`src/rp_defs.svh`:
```
// widths, region map and register offsets shared by RTL and testbench
// offsets are byte addresses inside one 1 MB region, 32-bit word aligned
// buffer depth must stay a power of two (pointer wraps by overflow)
`ifndef RP_DEFS_SVH
`define RP_DEFS_SVH

`define RP_ADC_PIN_W     16            // adc pins, lower 2 bits unused
`define RP_SMP_W         14            // converter sample width
`define RP_BUS_W         32            // sys bus addr/data width
`define RP_REGION_LSB    20            // region field position
`define RP_REGION_W      3
`define RP_NUM_REGIONS   8
`define RP_HK_ID         32'h5250_0A01 // read-only board id

// housekeeping offsets (region 0)
`define RP_HK_ADDR_ID    20'h00000
`define RP_HK_ADDR_LOOP  20'h00004
`define RP_HK_ADDR_LED   20'h00008
`define RP_HK_ADDR_DAC_A 20'h0000C
`define RP_HK_ADDR_DAC_B 20'h00010

// scope offsets (region 1)
`define RP_SC_ADDR_CTRL    20'h00000
`define RP_SC_ADDR_THRESH  20'h00004
`define RP_SC_ADDR_TRIGPTR 20'h00008
`define RP_SC_ADDR_BUF     20'h00100 // ring window, one word per entry

`define RP_BUF_DEPTH     16
`define RP_BUF_AW        4
`define RP_POST_TRIG     8             // samples kept after trigger, trigger included
`define RP_LED_W         8

`endif

```
`src/rp_pkg.sv`:
```
// shared types of the analog path and the system bus
// samples are two's complement, converter codes are negative slope
`include "rp_defs.svh"

package rp_pkg;

  ////////////////////////////////////////
  // analog data
  ////////////////////////////////////////

  typedef logic signed [`RP_SMP_W-1:0]     smp_t;      // two's complement sample
  typedef logic        [`RP_ADC_PIN_W-1:0] adc_raw_t;  // raw adc pin word
  typedef logic        [`RP_SMP_W-1:0]     dac_code_t; // neg-slope dac code

  ////////////////////////////////////////
  // system bus
  ////////////////////////////////////////

  typedef logic [`RP_BUS_W-1:0]    bus_addr_t;
  typedef logic [`RP_BUS_W-1:0]    bus_data_t;
  typedef logic [`RP_REGION_W-1:0] region_t;   // addr bits 22:20

  // misc
  typedef logic [`RP_LED_W-1:0]  led_t;
  typedef logic [`RP_BUF_AW-1:0] buf_ptr_t;    // ring pointer, wraps freely

endpackage

```
`src/adc_frontend.sv`:
```
// adc input stage with two register stages from pins to sample
// pin bits 1:0 are ignored (16-bit footprint, 14-bit converter)
// loopback samples pass only the output register
`include "rp_defs.svh"

module adc_frontend (
  input  logic             adc_clk,
  input  logic             rst_n_i,
  input  rp_pkg::adc_raw_t adc_dat_a_i,  // ch A pins
  input  rp_pkg::adc_raw_t adc_dat_b_i,  // ch B pins
  input  logic             loop_en_i,    // digital loopback
  input  rp_pkg::smp_t     loop_a_i,     // from dac side
  input  rp_pkg::smp_t     loop_b_i,
  output rp_pkg::smp_t     smp_a_o,
  output rp_pkg::smp_t     smp_b_o
);
  import rp_pkg::*;

  logic [`RP_SMP_W-1:0] pin_a_q, pin_b_q; // io block regs
  smp_t                 conv_a, conv_b;

  // io pin register on raw data
  always_ff @(posedge adc_clk)
  begin
    pin_a_q <= adc_dat_a_i[`RP_ADC_PIN_W-1 -: `RP_SMP_W];
    pin_b_q <= adc_dat_b_i[`RP_ADC_PIN_W-1 -: `RP_SMP_W];
  end

  // neg slope to two's complement
  // sign stays and magnitude bits flip
  assign conv_a = {pin_a_q[`RP_SMP_W-1], ~pin_a_q[`RP_SMP_W-2:0]};
  assign conv_b = {pin_b_q[`RP_SMP_W-1], ~pin_b_q[`RP_SMP_W-2:0]};

  always_ff @(posedge adc_clk or negedge rst_n_i)
  begin
    if (!rst_n_i)
    begin
      smp_a_o <= '0;
      smp_b_o <= '0;
    end
    else
    begin
      smp_a_o <= loop_en_i ? loop_a_i : conv_a; // loopback overrides pins
      smp_b_o <= loop_en_i ? loop_b_i : conv_b;
    end
  end

endmodule

```
`src/dac_backend.sv`:
```
// dac output stage, one register from level to pin code
// pins idle at midscale 0x1FFF while in reset
`include "rp_defs.svh"

module dac_backend (
  input  logic              adc_clk,
  input  logic              rst_n_i,
  input  rp_pkg::smp_t      level_a_i,  // two's complement level
  input  rp_pkg::smp_t      level_b_i,
  output rp_pkg::dac_code_t dac_a_o,    // neg-slope pin code
  output rp_pkg::dac_code_t dac_b_o,
  output rp_pkg::smp_t      smp_a_o,    // loopback copy
  output rp_pkg::smp_t      smp_b_o
);
  import rp_pkg::*;

  dac_code_t code_a, code_b;

  // two's complement to neg slope, same bit trick as on adc side
  assign code_a = {level_a_i[`RP_SMP_W-1], ~level_a_i[`RP_SMP_W-2:0]};
  assign code_b = {level_b_i[`RP_SMP_W-1], ~level_b_i[`RP_SMP_W-2:0]};

  always_ff @(posedge adc_clk or negedge rst_n_i)
  begin
    if (!rst_n_i)
    begin
      dac_a_o <= {1'b0, {(`RP_SMP_W-1){1'b1}}}; // level 0
      dac_b_o <= {1'b0, {(`RP_SMP_W-1){1'b1}}};
      smp_a_o <= '0;
      smp_b_o <= '0;
    end
    else
    begin
      dac_a_o <= code_a;
      dac_b_o <= code_b;
      smp_a_o <= level_a_i; // aligned with pin code
      smp_b_o <= level_b_i;
    end
  end

endmodule

```
`src/hk_regs.sv`:
```
// housekeeping slave, region 0
// only addr bits below the region field are decoded
// unknown offsets read zero, writes to them are dropped
`include "rp_defs.svh"

module hk_regs (
  input  logic              adc_clk,
  input  logic              rst_n_i,
  input  rp_pkg::bus_addr_t sys_addr_i,
  input  rp_pkg::bus_data_t sys_wdata_i,
  input  logic              sys_wen_i,
  input  logic              sys_ren_i,
  output rp_pkg::bus_data_t sys_rdata_o,
  output logic              sys_ack_o,
  output rp_pkg::led_t      led_o,
  output logic              loop_en_o,
  output rp_pkg::smp_t      dac_level_a_o,
  output rp_pkg::smp_t      dac_level_b_o
);
  import rp_pkg::*;

  logic [`RP_REGION_LSB-1:0] off; // offset in region

  assign off = sys_addr_i[`RP_REGION_LSB-1:0];

  // control regs and ack
  always_ff @(posedge adc_clk or negedge rst_n_i)
  begin
    if (!rst_n_i)
    begin
      sys_ack_o     <= 1'b0;
      led_o         <= '0;
      loop_en_o     <= 1'b0;
      dac_level_a_o <= '0;
      dac_level_b_o <= '0;
    end
    else
    begin
      sys_ack_o <= sys_wen_i | sys_ren_i; // single cycle answer
      if (sys_wen_i)
      begin
        case (off)
          `RP_HK_ADDR_LOOP:  loop_en_o     <= sys_wdata_i[0];
          `RP_HK_ADDR_LED:   led_o         <= led_t'(sys_wdata_i);
          `RP_HK_ADDR_DAC_A: dac_level_a_o <= smp_t'(sys_wdata_i[`RP_SMP_W-1:0]);
          `RP_HK_ADDR_DAC_B: dac_level_b_o <= smp_t'(sys_wdata_i[`RP_SMP_W-1:0]);
          default:           ; // id is read-only
        endcase
      end
    end
  end

  // read data, valid with ack
  always_ff @(posedge adc_clk)
  begin
    if (sys_ren_i)
    begin
      case (off)
        `RP_HK_ADDR_ID:    sys_rdata_o <= `RP_HK_ID;
        `RP_HK_ADDR_LOOP:  sys_rdata_o <= bus_data_t'(loop_en_o);
        `RP_HK_ADDR_LED:   sys_rdata_o <= bus_data_t'(led_o);
        `RP_HK_ADDR_DAC_A: sys_rdata_o <= bus_data_t'(dac_level_a_o); // sign-extended
        `RP_HK_ADDR_DAC_B: sys_rdata_o <= bus_data_t'(dac_level_b_o);
        default:           sys_rdata_o <= '0;
      endcase
    end
  end

endmodule

```
`src/rp_analog_top.sv`:
```
// analog data path top, everything on adc_clk
// dac levels come from housekeeping registers, no dsp in between
// adc ch B only reaches the dac side through loopback
`include "rp_defs.svh"

module rp_analog_top (
  input  logic              adc_clk,
  input  logic              rst_n_i,
  input  rp_pkg::adc_raw_t  adc_dat_a_i,
  input  rp_pkg::adc_raw_t  adc_dat_b_i,
  output rp_pkg::dac_code_t dac_dat_a_o,
  output rp_pkg::dac_code_t dac_dat_b_o,
  output rp_pkg::led_t      led_o,
  input  rp_pkg::bus_addr_t sys_addr_i,
  input  rp_pkg::bus_data_t sys_wdata_i,
  input  logic              sys_wen_i,
  input  logic              sys_ren_i,
  output rp_pkg::bus_data_t sys_rdata_o,
  output logic              sys_ack_o,
  output logic              sys_err_o
);
  import rp_pkg::*;

  smp_t                       adc_smp_a;              // to scope
  smp_t                       dac_smp_a, dac_smp_b;   // loopback return
  smp_t                       lvl_a, lvl_b;           // hk dac levels
  logic                       loop_en;
  logic [`RP_NUM_REGIONS-1:0] sys_wen, sys_ren;
  bus_data_t                  hk_rdata, sc_rdata;
  logic                       hk_ack, sc_ack;

  ////////////////////////////////////////
  // analog path
  ////////////////////////////////////////

  adc_frontend i_adc (
    .adc_clk     (adc_clk),
    .rst_n_i     (rst_n_i),
    .adc_dat_a_i (adc_dat_a_i),
    .adc_dat_b_i (adc_dat_b_i),
    .loop_en_i   (loop_en),
    .loop_a_i    (dac_smp_a),
    .loop_b_i    (dac_smp_b),
    .smp_a_o     (adc_smp_a),
    .smp_b_o     ()                                   // no ch B consumer
  );

  dac_backend i_dac (
    .adc_clk   (adc_clk),
    .rst_n_i   (rst_n_i),
    .level_a_i (lvl_a),
    .level_b_i (lvl_b),
    .dac_a_o   (dac_dat_a_o),
    .dac_b_o   (dac_dat_b_o),
    .smp_a_o   (dac_smp_a),
    .smp_b_o   (dac_smp_b)
  );

  ////////////////////////////////////////
  // system bus
  ////////////////////////////////////////

  sys_bus_decoder i_dec (
    .adc_clk (adc_clk),        .rst_n_i     (rst_n_i),
    .sys_addr_i (sys_addr_i),  .sys_wen_i   (sys_wen_i),  .sys_ren_i (sys_ren_i),
    .sys_wen_o  (sys_wen),     .sys_ren_o   (sys_ren),
    .hk_rdata_i (hk_rdata),    .hk_ack_i    (hk_ack),
    .sc_rdata_i (sc_rdata),    .sc_ack_i    (sc_ack),
    .sys_rdata_o (sys_rdata_o), .sys_ack_o  (sys_ack_o),  .sys_err_o (sys_err_o)
  );

  hk_regs i_hk (                                      // region 0
    .adc_clk (adc_clk),        .rst_n_i     (rst_n_i),
    .sys_addr_i (sys_addr_i),  .sys_wdata_i (sys_wdata_i),
    .sys_wen_i  (sys_wen[0]),  .sys_ren_i   (sys_ren[0]),
    .sys_rdata_o (hk_rdata),   .sys_ack_o   (hk_ack),
    .led_o      (led_o),       .loop_en_o   (loop_en),
    .dac_level_a_o (lvl_a),    .dac_level_b_o (lvl_b)
  );

  scope_buffer i_scope (                              // region 1
    .adc_clk (adc_clk),        .rst_n_i     (rst_n_i),
    .smp_i      (adc_smp_a),
    .sys_addr_i (sys_addr_i),  .sys_wdata_i (sys_wdata_i),
    .sys_wen_i  (sys_wen[1]),  .sys_ren_i   (sys_ren[1]),
    .sys_rdata_o (sc_rdata),   .sys_ack_o   (sc_ack)
  );

endmodule

```
`src/scope_buffer.sv`:
```
// single channel scope on a small ring buffer, region 1
// trigger on rising crossing of THRESH, signed compare
// the ring keeps overwriting until the trigger, so pre-trigger history
// is at most RP_BUF_DEPTH - RP_POST_TRIG samples
`include "rp_defs.svh"

module scope_buffer (
  input  logic              adc_clk,
  input  logic              rst_n_i,
  input  rp_pkg::smp_t      smp_i,
  input  rp_pkg::bus_addr_t sys_addr_i,
  input  rp_pkg::bus_data_t sys_wdata_i,
  input  logic              sys_wen_i,
  input  logic              sys_ren_i,
  output rp_pkg::bus_data_t sys_rdata_o,
  output logic              sys_ack_o
);
  import rp_pkg::*;

  localparam int OFF_W = `RP_REGION_LSB;
  localparam int WIN_LSB = 2 + `RP_BUF_AW;               // above entry index
  localparam int CNT_W = $clog2(`RP_POST_TRIG + 1);

  smp_t             mem [`RP_BUF_DEPTH];                 // sample ring
  logic [OFF_W-1:0] off;
  logic             buf_hit;                             // addr in ring window
  buf_ptr_t         rd_idx, wr_ptr, trig_ptr;
  smp_t             thresh;
  logic             armed, done, trig_seen, prev_below;
  logic             arm_req, trig_fire, last_wr;
  logic [CNT_W-1:0] post_cnt, post_nxt;                  // samples since trigger

  ////////////////////////////////////////
  // decode and trigger
  ////////////////////////////////////////

  assign off     = sys_addr_i[OFF_W-1:0];
  assign rd_idx  = off[2 +: `RP_BUF_AW];
  assign buf_hit = (off >> WIN_LSB) == (`RP_SC_ADDR_BUF >> WIN_LSB);
  assign arm_req = sys_wen_i && (off == `RP_SC_ADDR_CTRL) && sys_wdata_i[0];

  // first crossing from below only
  assign trig_fire = armed && !trig_seen && prev_below && (smp_i >= thresh);
  assign post_nxt  = trig_fire ? CNT_W'(1) : post_cnt + 1'b1;
  assign last_wr   = armed && (trig_fire || trig_seen) &&
                     (post_nxt == CNT_W'(`RP_POST_TRIG));

  ////////////////////////////////////////
  // capture control
  ////////////////////////////////////////

  always_ff @(posedge adc_clk or negedge rst_n_i)
  begin
    if (!rst_n_i)
    begin
      sys_ack_o  <= 1'b0;
      thresh     <= '0;
      armed      <= 1'b0;
      done       <= 1'b0;
      trig_seen  <= 1'b0;
      prev_below <= 1'b0;
      wr_ptr     <= '0;
      trig_ptr   <= '0;
      post_cnt   <= '0;
    end
    else
    begin
      sys_ack_o  <= sys_wen_i | sys_ren_i;
      prev_below <= (smp_i < thresh);                    // tracked even when idle
      if (sys_wen_i && (off == `RP_SC_ADDR_THRESH))
        thresh <= smp_t'(sys_wdata_i[`RP_SMP_W-1:0]);
      if (arm_req)
      begin
        armed     <= 1'b1;
        done      <= 1'b0;
        trig_seen <= 1'b0;
        wr_ptr    <= '0;
        post_cnt  <= '0;
      end
      else if (armed)
      begin
        wr_ptr <= wr_ptr + 1'b1;                         // wraps at depth
        if (trig_fire)
        begin
          trig_seen <= 1'b1;
          trig_ptr  <= wr_ptr;                           // slot of trigger sample
        end
        if (trig_fire || trig_seen)
          post_cnt <= post_nxt;
        if (last_wr)
        begin
          armed <= 1'b0;                                 // freeze ring
          done  <= 1'b1;
        end
      end
    end
  end

  // ring write
  always_ff @(posedge adc_clk)
  begin
    if (armed)
      mem[wr_ptr] <= smp_i;
  end

  // bus read, entries sign-extended
  always_ff @(posedge adc_clk)
  begin
    if (sys_ren_i)
    begin
      if (buf_hit)
        sys_rdata_o <= bus_data_t'(mem[rd_idx]);
      else
      begin
        case (off)
          `RP_SC_ADDR_CTRL:    sys_rdata_o <= bus_data_t'({done, armed});
          `RP_SC_ADDR_THRESH:  sys_rdata_o <= bus_data_t'(thresh);
          `RP_SC_ADDR_TRIGPTR: sys_rdata_o <= bus_data_t'(trig_ptr);
          default:             sys_rdata_o <= '0;
        endcase
      end
    end
  end

endmodule

```
`src/sys_bus_decoder.sv`:
```
// system bus splitter, 8 regions by addr bits 22:20
// region 0 housekeeping, region 1 scope, 2 to 7 answer err with zero data
// response is picked by the region latched at the last strobe
`include "rp_defs.svh"

module sys_bus_decoder (
  input  logic                       adc_clk,
  input  logic                       rst_n_i,
  input  rp_pkg::bus_addr_t          sys_addr_i,
  input  logic                       sys_wen_i,
  input  logic                       sys_ren_i,
  output logic [`RP_NUM_REGIONS-1:0] sys_wen_o,   // per region strobes
  output logic [`RP_NUM_REGIONS-1:0] sys_ren_o,
  input  rp_pkg::bus_data_t          hk_rdata_i,
  input  logic                       hk_ack_i,
  input  rp_pkg::bus_data_t          sc_rdata_i,
  input  logic                       sc_ack_i,
  output rp_pkg::bus_data_t          sys_rdata_o,
  output logic                       sys_ack_o,
  output logic                       sys_err_o
);
  import rp_pkg::*;

  localparam int      NR        = `RP_NUM_REGIONS;
  localparam int      UNUSED_LO = 2;                // first region without slave
  localparam region_t RGN_HK    = region_t'(0);
  localparam region_t RGN_SC    = region_t'(1);

  region_t         rgn, rgn_q;
  logic [NR-1:0]   cs;                              // one-hot region select
  logic            nu_ack;                          // answer for empty regions

  assign rgn = sys_addr_i[`RP_REGION_LSB +: `RP_REGION_W];

  always_comb
  begin
    cs      = '0;
    cs[rgn] = 1'b1;
  end

  assign sys_wen_o = cs & {NR{sys_wen_i}};
  assign sys_ren_o = cs & {NR{sys_ren_i}};

  always_ff @(posedge adc_clk or negedge rst_n_i)
  begin
    if (!rst_n_i)
    begin
      rgn_q  <= RGN_HK;
      nu_ack <= 1'b0;
    end
    else
    begin
      if (sys_wen_i || sys_ren_i)
        rgn_q <= rgn;                               // held until next strobe
      nu_ack <= |(sys_wen_o[NR-1:UNUSED_LO] | sys_ren_o[NR-1:UNUSED_LO]);
    end
  end

  // response mux
  always_comb
  begin
    case (rgn_q)
      RGN_HK:
      begin
        sys_rdata_o = hk_rdata_i;
        sys_ack_o   = hk_ack_i;
        sys_err_o   = 1'b0;
      end
      RGN_SC:
      begin
        sys_rdata_o = sc_rdata_i;
        sys_ack_o   = sc_ack_i;
        sys_err_o   = 1'b0;
      end
      default:
      begin
        sys_rdata_o = '0;
        sys_ack_o   = nu_ack;
        sys_err_o   = nu_ack;                       // err only with ack
      end
    endcase
  end

endmodule

```
`config.mk`:
```
export PLATFORM = sky130hd
export DESIGN_NAME = rp_analog_top
export DESIGN_NICKNAME = d
export VERILOG_FILES = /design/src/rp_pkg.sv /design/src/adc_frontend.sv /design/src/dac_backend.sv /design/src/hk_regs.sv /design/src/rp_analog_top.sv /design/src/scope_buffer.sv /design/src/sys_bus_decoder.sv
export VERILOG_INCLUDE_DIRS = /design/src
export SDC_FILE = /design/constraint.sdc
export NUM_CORES = 1
export LEC_CHECK = 0
export BUFFER_PORTS_ARGS = -buffer_cell sky130_fd_sc_hd__buf_2
export CORE_MARGIN = 2
export CORE_UTILIZATION = 54
export CTS_CLUSTER_SIZE = 14
export DETAILED_ROUTE_END_ITERATION = 8
export GPL_ROUTABILITY_DRIVEN = 0
export HOLD_SLACK_MARGIN = 0.06
export PLACE_DENSITY = 0.85
export SYNTH_ARGS = -nofsm -noshare
export SYNTH_HDL_FRONTEND = slang
export SYNTH_SLANG_ARGS = --single-unit
```
`constraint.sdc`:
```
create_clock -name adc_clk -period 4.5 [get_ports adc_clk]
set_clock_uncertainty 0.1 [all_clocks]
set_input_delay 0.225 -clock adc_clk [delete_from_list [all_inputs] [get_ports adc_clk]]
set_output_delay 0.225 -clock adc_clk [all_outputs]
set_load 0.05 [all_outputs]
```
**Yosys cells after proc, flatten, opt, wreduce, memory -nomap -nowiden**

Memories as Yosys holds them, arrays and structs flattened.
Cells that the tools add are included.

- Bits in registers: 207
- Bits in latches: 0
- RAM bits: 224
- ROM bits: 0
- Output and inout bits: 70
- Logic and storage cells: 100
- Memories: 1

Memory list:

| name | depth | width | rd ports | clocked after Yosys merged registers in | wr ports | RTL line | source |
|---|---|---|---|---|---|---|---|
| i_scope.mem | 16 | 14 | 1 | 0 | 1 | scope_buffer.sv:24 | `` smp_t mem [`RP_BUF_DEPTH]; `` |

- Add/sub/neg operators: 2
- Multipliers: 0
- Div/mod/pow operators: 0
- Magnitude comparators: 4
- Equality and inequality tests: 7
- Shift-type cells: 0
- Multiplexer cells: 26
- Bitwise logic cells: 9
- Reduce and logical (&&, ||, !) cells: 28

Operators by type and width:

| kind | count |
|---|---|
| 32-bit one-hot mux with 5 select lines | 1 |
| 32-bit one-hot mux with 3 select lines | 1 |
| 32-bit one-hot mux with 2 select lines | 1 |
| 20-bit by 4-bit == test with 1-bit output, second input constant | 2 |
| 13-bit inverter | 3 |
| 32-bit two-way mux | 1 |
| 4-bit two-way mux | 6 |
| 20-bit by 3-bit == test with 1-bit output, second input constant | 1 |
| 20-bit by 5-bit == test with 1-bit output, second input constant | 1 |
| 20-bit logical NOT | 1 |
| 8-bit bitwise AND | 2 |
| 14-bit by 3-bit == test with 1-bit output, second input constant | 1 |
| 14-bit greater-or-equal comparator | 1 |
| 14-bit less-than comparator | 1 |
| 14-bit two-way mux | 1 |
| 2-bit AND reduction | 7 |
| 1-bit two-way mux | 13 |
| 1-bit logical AND | 9 |
| 4-bit by 1-bit adder with 4-bit output, second input constant | 2 |
| 2-bit nonzero test | 4 |
| 6-bit OR | 1 |
| 6-bit OR reduction | 1 |
| 4-bit == test, second input constant | 1 |
| 3-bit by 4-bit less-than comparator with 1-bit output, second input constant | 1 |
| 11 further kinds | 13 |

**Depth between registers and ports, before layout**

Gate-level depths: netlist (run 1).

- Word-level depth: 10
- Mapped depth: 9
- Gate-level depth less buffers: 9

**Modules after synthesis**

Synthesis (run 1) repeated with hierarchy kept, for this count alone.

- Cell total of the unflattened synthesis: 1072
- Area, all modules: 17588.1 um^2

By module, submodules not included:

| module | times used | cells each | area each (um^2) | sequential area each (um^2) |
|---|---|---|---|---|
| scope_buffer | 1 | 569 | 11100.6 | 7922.6 |
| hk_regs | 1 | 193 | 2513.7 | 1401.3 |
| adc_frontend | 1 | 116 | 1661.6 | 1261.2 |
| dac_backend | 1 | 82 | 1496.4 | 1383.8 |
| sys_bus_decoder | 1 | 112 | 815.8 | 100.1 |

**Worst setup path before layout (run 1)**

Ideal clock, no wire load.

- Path kind: register to output
- Start: register i_dec.rgn_q[0]
- End: output sys_rdata_o[14]
- Data arrival time: 2.833 ns
- Data required time: 4.175 ns
- Slack: 1.342 ns
- Cell stages (with the launch flop): 6
- Buffers on the path: 3
- Cell sequence: dfrtp_1 -> clkbuf_1 -> clkbuf_1 -> nand2_1 -> a21oi_1 -> buf_4

- Cells in the longest elaborated chain, start to end: 2
- Elaborated cells on any way between the ends: 3
- Those cells by class: 1 x eq/ne; 1 x mux; 1 x reduce/logical

Ends and longest elaborated chain:

| element | RTL line | source |
|---|---|---|
| start, declared | sys_bus_decoder.sv:29 | `region_t rgn, rgn_q;` |
| start signal, assigned | sys_bus_decoder.sv:54 | `rgn_q <= rgn;` |
| 3-bit by 1-bit == test with 1-bit output or 3-bit logical NOT (tied branches) | sys_bus_decoder.sv:62 | `case (rgn_q)` |
| 32-bit one-hot mux with 2 select lines * | sys_bus_decoder.sv:62 |  |
| end, declared | rp_analog_top.sv:18 | `output rp_pkg::bus_data_t sys_rdata_o,` |

Mark *: on every way between the ends. The rest lies on a longest branch, timed or not.

**Worst setup path after layout (run 1)**

- Start: register i_adc.smp_a_o[8]
- End: register i_scope.trig_ptr[1]

- Cells in the longest elaborated chain, start to end: 3

Ends and longest elaborated chain:

| element | RTL line | source |
|---|---|---|
| start, declared | adc_frontend.sv:14 | `output rp_pkg::smp_t smp_a_o,` |
| start signal, assigned | adc_frontend.sv:43 | `smp_a_o <= loop_en_i ? loop_a_i : conv_a;` |
| 14-bit greater-or-equal comparator | scope_buffer.sv:43 | `assign trig_fire = armed && !trig_seen && prev_below && (smp_i >= thresh);` |
| 1-bit logical AND | scope_buffer.sv:43 |  |
| 3-bit AND reduction (no line) | -- |  |
| end signal, assigned | scope_buffer.sv:86 | `trig_ptr <= wr_ptr;` |
| end, declared | scope_buffer.sv:27 | `buf_ptr_t rd_idx, wr_ptr, trig_ptr;` |

Every way passes these cells.
A chain may end at the register's enable or synchronous reset.

==> out/metrics.yaml, run 1 <==
outcome: "completed"
synth.yosys.warnings: 0
grt_use_met3_pct: 3.83
relSlewSlack_pct: 26.3
ant_nets: 0
dpl.hpwl_um: 20900
final.setup.tns_ns: 0
fin_util_pct: 63.1
port_buffers: 124
crit_type: "reg -> reg"
critPathLaunchType: "register"
nets: 1179
busiest_layer: "met2"
numCtsBuffers: 37
hp-class: "in -> reg"
grt_overflow: 0
tightest_slew_ns: 1.11
met1_usage_pct: 32.0
netlist_area_sq_mm: 0.0156
die_area_sq_mm: 0.0303
ir_drop_mv: 0.296
drive_gt1_share_pct: 31.4
cts.clk_slew.worst_paths_ns: 0.07
post_drt_via_cell_ratio: 6.01
syn_inst: 910
avgSynthCellArea_sq_um: 17.1
hold_slack_ns: 0.242
grtUsageTotal_pct: 24.1
cts_root_buffer: "clkbuf_16"
crit_fanout: 17
end_kind: "register"
fin_crit_ns: 3.41
synth_cell_type_count: 49
antenna_found_initial: 0
worstPathArrival_ns: 3.71
initial_core_util_pct: 54.7
drv_slew: 0
period_share_pct: 75.8
yosys_most_used_dff: "edfxtp_1"
ctsLongestPathBuffers: 3
cap_violations: 0
nFillCells: 1898
grt_pass1_wl_um: 54500
drt_wl_total_um: 36300
r2r.worst_path.cells: 8
hold_viol: 0
setup_viol: 0
drc: 0
hold_path_depth: 2
die_w_um: 174
antenna_cells: 0
yosysMostFrequentCell: "edfxtp_1"
use_met2_pct: 40.3
dr.pass1.iters: 5
synth_nets: 1029
coreArea_sq_mm: 0.0285
seq_area_frac_synth_pct: 71.2
synthArstFlopShare_pct: 32.4
leakagePower_nw: 6.90
p_per_area_mw_per_mm2: 410
rsz0062_at_grt: "no"
yosys.area.top_type: "edfxtp_1"
vias: 8822
synthTopCellsByCount: "253 x edfxtp_1, 102 x dfrtp_1, 70 x mux4_2"
clock_latency_ns: 0.52
grt_pass1_vias: 9227
placed_cells: 1368
finalPower_w: 0.00737
io_pins: 170
tritoncts: "done"
fmax_mhz: 293
num_rows: 62
synth_top_area_share_pct: 48.7
synth_area_leaders: "edfxtp_1 49%, dfrtp_1 16%, mux4_2 10%, dfstp_2 4.4%, mux2_2 3.8%"
required_ns: 4.80
clock_sinks: 395
synth_edf_count: 253
die_h_um: 174
drt-initial-drc-count: 1158
grt_max_degree: 94
wl_per_cell_um: 24.7
cts_setup_buffers: 0
syn_to_final_growth_pct: 15.4
htree_levels: 2
synth-seq-cells: 395
final_cell_count_no_fill: 1469
-- routing by layer --
layer / wire length [um] / up-vias / part of all wire [%]
met5: 0 / - / 0
met1: 13700 / 4541 / 38
met4: 1460 / 0 / 4.0
li1: - / 3684 / -
met2: 18400 / 488 / 51
met3: 2740 / 109 / 7.5
-- cells in the final DEF (no fill, tap or decap), types with 10 or more instances in the layout --
cell,count
edfxtp_1,253
buf_2,122
dfrtp_1,102
mux4_2,70
inv_1,59
mux2_2,53
nand2_1,48
o21ai_0,39
nor2_1,37
clkbuf_16,37
dlygate4sd3_1,37
dfstp_2,26
mux2i_1,24
and2_1,22
ha_1,19
dfxtp_1,14
a21oi_1,10
clkbuf_1,10
-- flip-flops by register name (all words and copies together), names as in the netlist, 8 cells and up --
name and flops:
i_dac.smp_a_o 13, i_scope.mem 224, i_hk.dac_level_b_o 14, i_adc.pin_a_q 14, i_hk.sys_rdata_o 15, i_hk.led_o 8
i_dac.dac_a_o 14, i_scope.sys_rdata_o 14, i_dac.dac_b_o 14, i_adc.smp_a_o 14, i_hk.dac_level_a_o 14, i_scope.thresh 14
-- final timing paths --
kind | startpoint | end | slack (ns)
worst max-delay path | i_adc.smp_a_o[8] | i_scope.trig_ptr[1] | 1.09
worst min-delay path | adc_dat_a_i[11] | i_adc.pin_a_q[9] | 0.24
worst max register to register | i_adc.smp_a_o[8] | i_scope.trig_ptr[1] | 1.09
worst min register to register | i_adc.pin_a_q[1] | i_adc.smp_a_o[1] | 0.30
max in group asynchronous | rst_n_i | i_dac.dac_a_o[1] | 2.98
min in group asynchronous | rst_n_i | i_adc.smp_a_o[6] | 0.28
-- worst max-delay path, stage by stage, from the launching register on --
cell and delay, ns:
dfrtp_1 0.76, ha_1 0.37, nand4_1 0.19, nor2_1 0.11
a221oi_1 0.58, nor2_1 0.19, nor4_1 0.42, and2_4 0.26
mux2_4 0.31
-- cell type report --
type	count	area [sq um]	share of cell area, %
multi-input cells	401	3950	22.0
well taps	384	480	2.67
flip-flops and latches	395	11100	61.7
inverters	59	221	1.23
clock buffers	54	1060	5.89
clock inverters	10	124	0.688
repair buffers	166	1050	5.83
-- repair_timing --
action / in CTS / in global routing
hold buffers: 37 / 0
gates resized for setup: 0 / 0
endpoints found under the hold margin: 145 / 0
-- kinds of logic after synthesis --
kind of cell | synth area share [%]
buffers and inverters | 3.42
xor gates and xnor gates | 0.337
DFF | 71.2
adders and majority gates | 1.52
AOI/OAI and AO/OA | 2.79
and+or+nand+nor | 4.69
muxes | 16.0
-- where the power goes --
group	internal [W]	leakage (nW)	total, W	switching [W]
Clock	0.00180	0.586	0.00309	0.00129
Sequential	0.00388	4.05	0.00393	0.0000472
Combinational	0.000144	2.26	0.000353	0.000208
Total	0.00583	6.90	0.00737	0.00154
-- stage by stage --
step / setup slack (ns) / instance area [sq um]
4_1_cts: 1.26 / 18000
5_1_grt: 0.982 / 18000
2_1_floorplan: 1.34 / 15600
3_5_place_dp: 1.33 / 16400
6_report: 1.09 / 18000
3_3_place_gp: 1.43 / 16400
No activity file was read; power rests on OpenSTA's default activity.
==> inputs of run 2 (changes only) <==
Settings changed: CORE_UTILIZATION 54 to 53, PLACE_DENSITY 0.85 to 0.87.
Clock period 4.5 ns to 3 ns, I/O delays scaled along.
==> run 2 against run 1 <==
  * Fmax grew 16%
  * Non-clock buffer count grew 42
  * Hold slack lost 0.089 ns
  * Register-to-register slack lost 1.0 ns
  * Worst setup slack lost 1.0 ns
  * Highest routed layer unchanged
==> out/metrics.yaml, run 2 (synthesis gave the netlist of run 1 again) <==
outcome: "completed"
cts_root_buffer: "clkbuf_16"
port_buffers: 124  # unchanged
wl_per_cell_um: 25.6  # +3.6%
end_kind: "register"
grt_pass1_wl_um: 58400  # +7.2%
clock_sinks: 395  # unchanged
die_h_um: 176  # +0.92%
hp-class: "in -> reg"
leakagePower_nw: 7.11  # +3.1%
grt_overflow: 0  # unchanged
grtUsageTotal_pct: 25.7  # +1.6 points
antenna_cells: 0  # unchanged
io_pins: 170  # unchanged
worstPathArrival_ns: 3.26  # -0.45 ns
cts_setup_buffers: 0  # unchanged
drive_gt1_share_pct: 34.0  # +2.6 points
critPathLaunchType: "register"
die_area_sq_mm: 0.0308  # +1.8%
num_rows: 62  # unchanged
vias: 9248  # +4.8%
fmax_mhz: 339  # +16%
r2r.worst_path.cells: 9  # +1
drt_wl_total_um: 38800  # +6.9%
reg_top3: "i_scope.mem (224), i_hk.sys_rdata_o (15)"
cts.clk_slew.worst_paths_ns: 0.06  # about the same
fin_crit_ns: 2.95  # -0.458 ns
final_cell_mix: "253 x edfxtp_1, 122 x buf_2, 102 x dfrtp_1"
dr.pass1.iters: 7  # +2
period_share_pct: 98.4  # +23 points
tritoncts: "done"
cap_violations: 0  # unchanged
antenna_found_initial: 0  # unchanged
drc: 0  # unchanged
syn_to_final_growth_pct: 17.6
rsz0062_at_grt: "no"
drv_slew: 0  # unchanged
hold_viol: 0  # unchanged
placed_cells: 1409  # +3.0%
largest_register_ffs: 224  # unchanged
coreArea_sq_mm: 0.0289  # +1.1%
crit_end: "i_scope.trig_ptr[0]"
numCtsBuffers: 38  # +2.7%
final_common_cell: "edfxtp_1"
grt_pass1_vias: 9708  # +5.2%
initial_core_util_pct: 54.1  # -0.59 points
final.setup.tns_ns: 0  # unchanged
top_register: "i_scope.mem"
crit_type: "reg -> reg"
ctsLongestPathBuffers: 3  # unchanged
finalPower_w: 0.0111  # +51%
htree_levels: 2  # unchanged
dpl.hpwl_um: 22100  # +5.7%
ir_drop_mv: 0.424  # +43%
die_w_um: 176  # +0.92%
nets: 1222  # +3.6%
p_per_area_mw_per_mm2: 607  # +48%
crit_fanout: 4  # -13
post_drt_via_cell_ratio: 6.10  # +1.6%
grt_max_degree: 124  # +32%
drt-initial-drc-count: 1155  # -0.26%
reg2reg_slack_ns: 0.05  # -1.04 ns
tightest_slew_ns: 1.14  # +0.0376 ns
r2r-end: "i_scope.trig_ptr[0]"
nFillCells: 1846  # -2.7%
r2r_start: "i_scope.thresh[8]"
required_ns: 3.31  # -1.49 ns
final_cell_count_no_fill: 1516  # +3.2%
relSlewSlack_pct: 23.8  # -2.5 points
hold_slack_ns: 0.153  # -0.0885 ns
setup_viol: 0  # unchanged
ant_nets: 0  # unchanged
clock_latency_ns: 0.53  # about the same
critical_path.startpoint: "i_scope.thresh[8]"
[run 2: routing by layer]
metal  track usage [%]  part of all wire (%)  up-vias
li1                  -                     -     3773
met2              43.0                    50      620
met1              33.0                    36     4740
met3              6.28                   9.3      115
met4              9.19                   3.9        0
met5                 0                     0        -
[run 2: metrics by stage]
stage / util (%) / instance area [sq um] / setup slack [ns]
after floorplan: - / 15600 / 0.232
after global placement: 58.1 / 16800 / 0.292
after detailed placement: 58.1 / 16800 / 0.213
after CTS: 63.5 / 18300 / 0.0849
after global routing: 63.6 / 18400 / 0.0119
final: 63.6 / 18400 / 0.0487
[run 2: how the worst min path moves through the flow]
stage                     cells after the start               end  slack, ns      startpoint
final                                         2  i_adc.pin_a_q[2]       0.15  adc_dat_a_i[4]
after global routing                          2  i_adc.pin_a_q[2]       0.15  adc_dat_a_i[4]
after CTS                                     2  i_adc.pin_a_q[2]       0.15  adc_dat_a_i[4]
after detailed placement                      1  i_adc.pin_a_q[1]       0.15  adc_dat_a_i[3]
after global placement                        1  i_adc.pin_a_q[1]       0.15  adc_dat_a_i[3]
after floorplan                               0  i_adc.smp_a_o[0]      -0.25         rst_n_i
[run 2: cell type report]
cell class	instances	area, sq um	area share, %
inverters	59	221	1.21
well taps	384	480	2.62
repair buffers	208	1380	7.52
flip-flops and latches	395	11100	60.5
clock buffers	52	1050	5.71
clock inverters	17	133	0.723
multi-input cells	401	3980	21.7
[run 2: timing repair]
item,CTS,global route
endpoints found under the setup margin,0,4
hold buffers,38,0
gates resized for setup,0,3
endpoints found under the hold margin,173,0
[run 2: critical path, stage by stage, from the launching register on]
cell and delay, ns:
dfrtp_1 0.41, inv_1 0.07, ha_1 0.31, nand4_1 0.29, o41ai_2 0.47, a21oi_1 0.08, and3_1 0.27, nor4_2 0.30
and2_4 0.24, mux2_4 0.30
[run 2: report_power, final]
group / internal [W] / switching, W / total (W)
Sequential: 0.00583 / 0.0000263 / 0.00585
Clock: 0.00263 / 0.00204 / 0.00467
Combinational: 0.000238 / 0.000372 / 0.000610
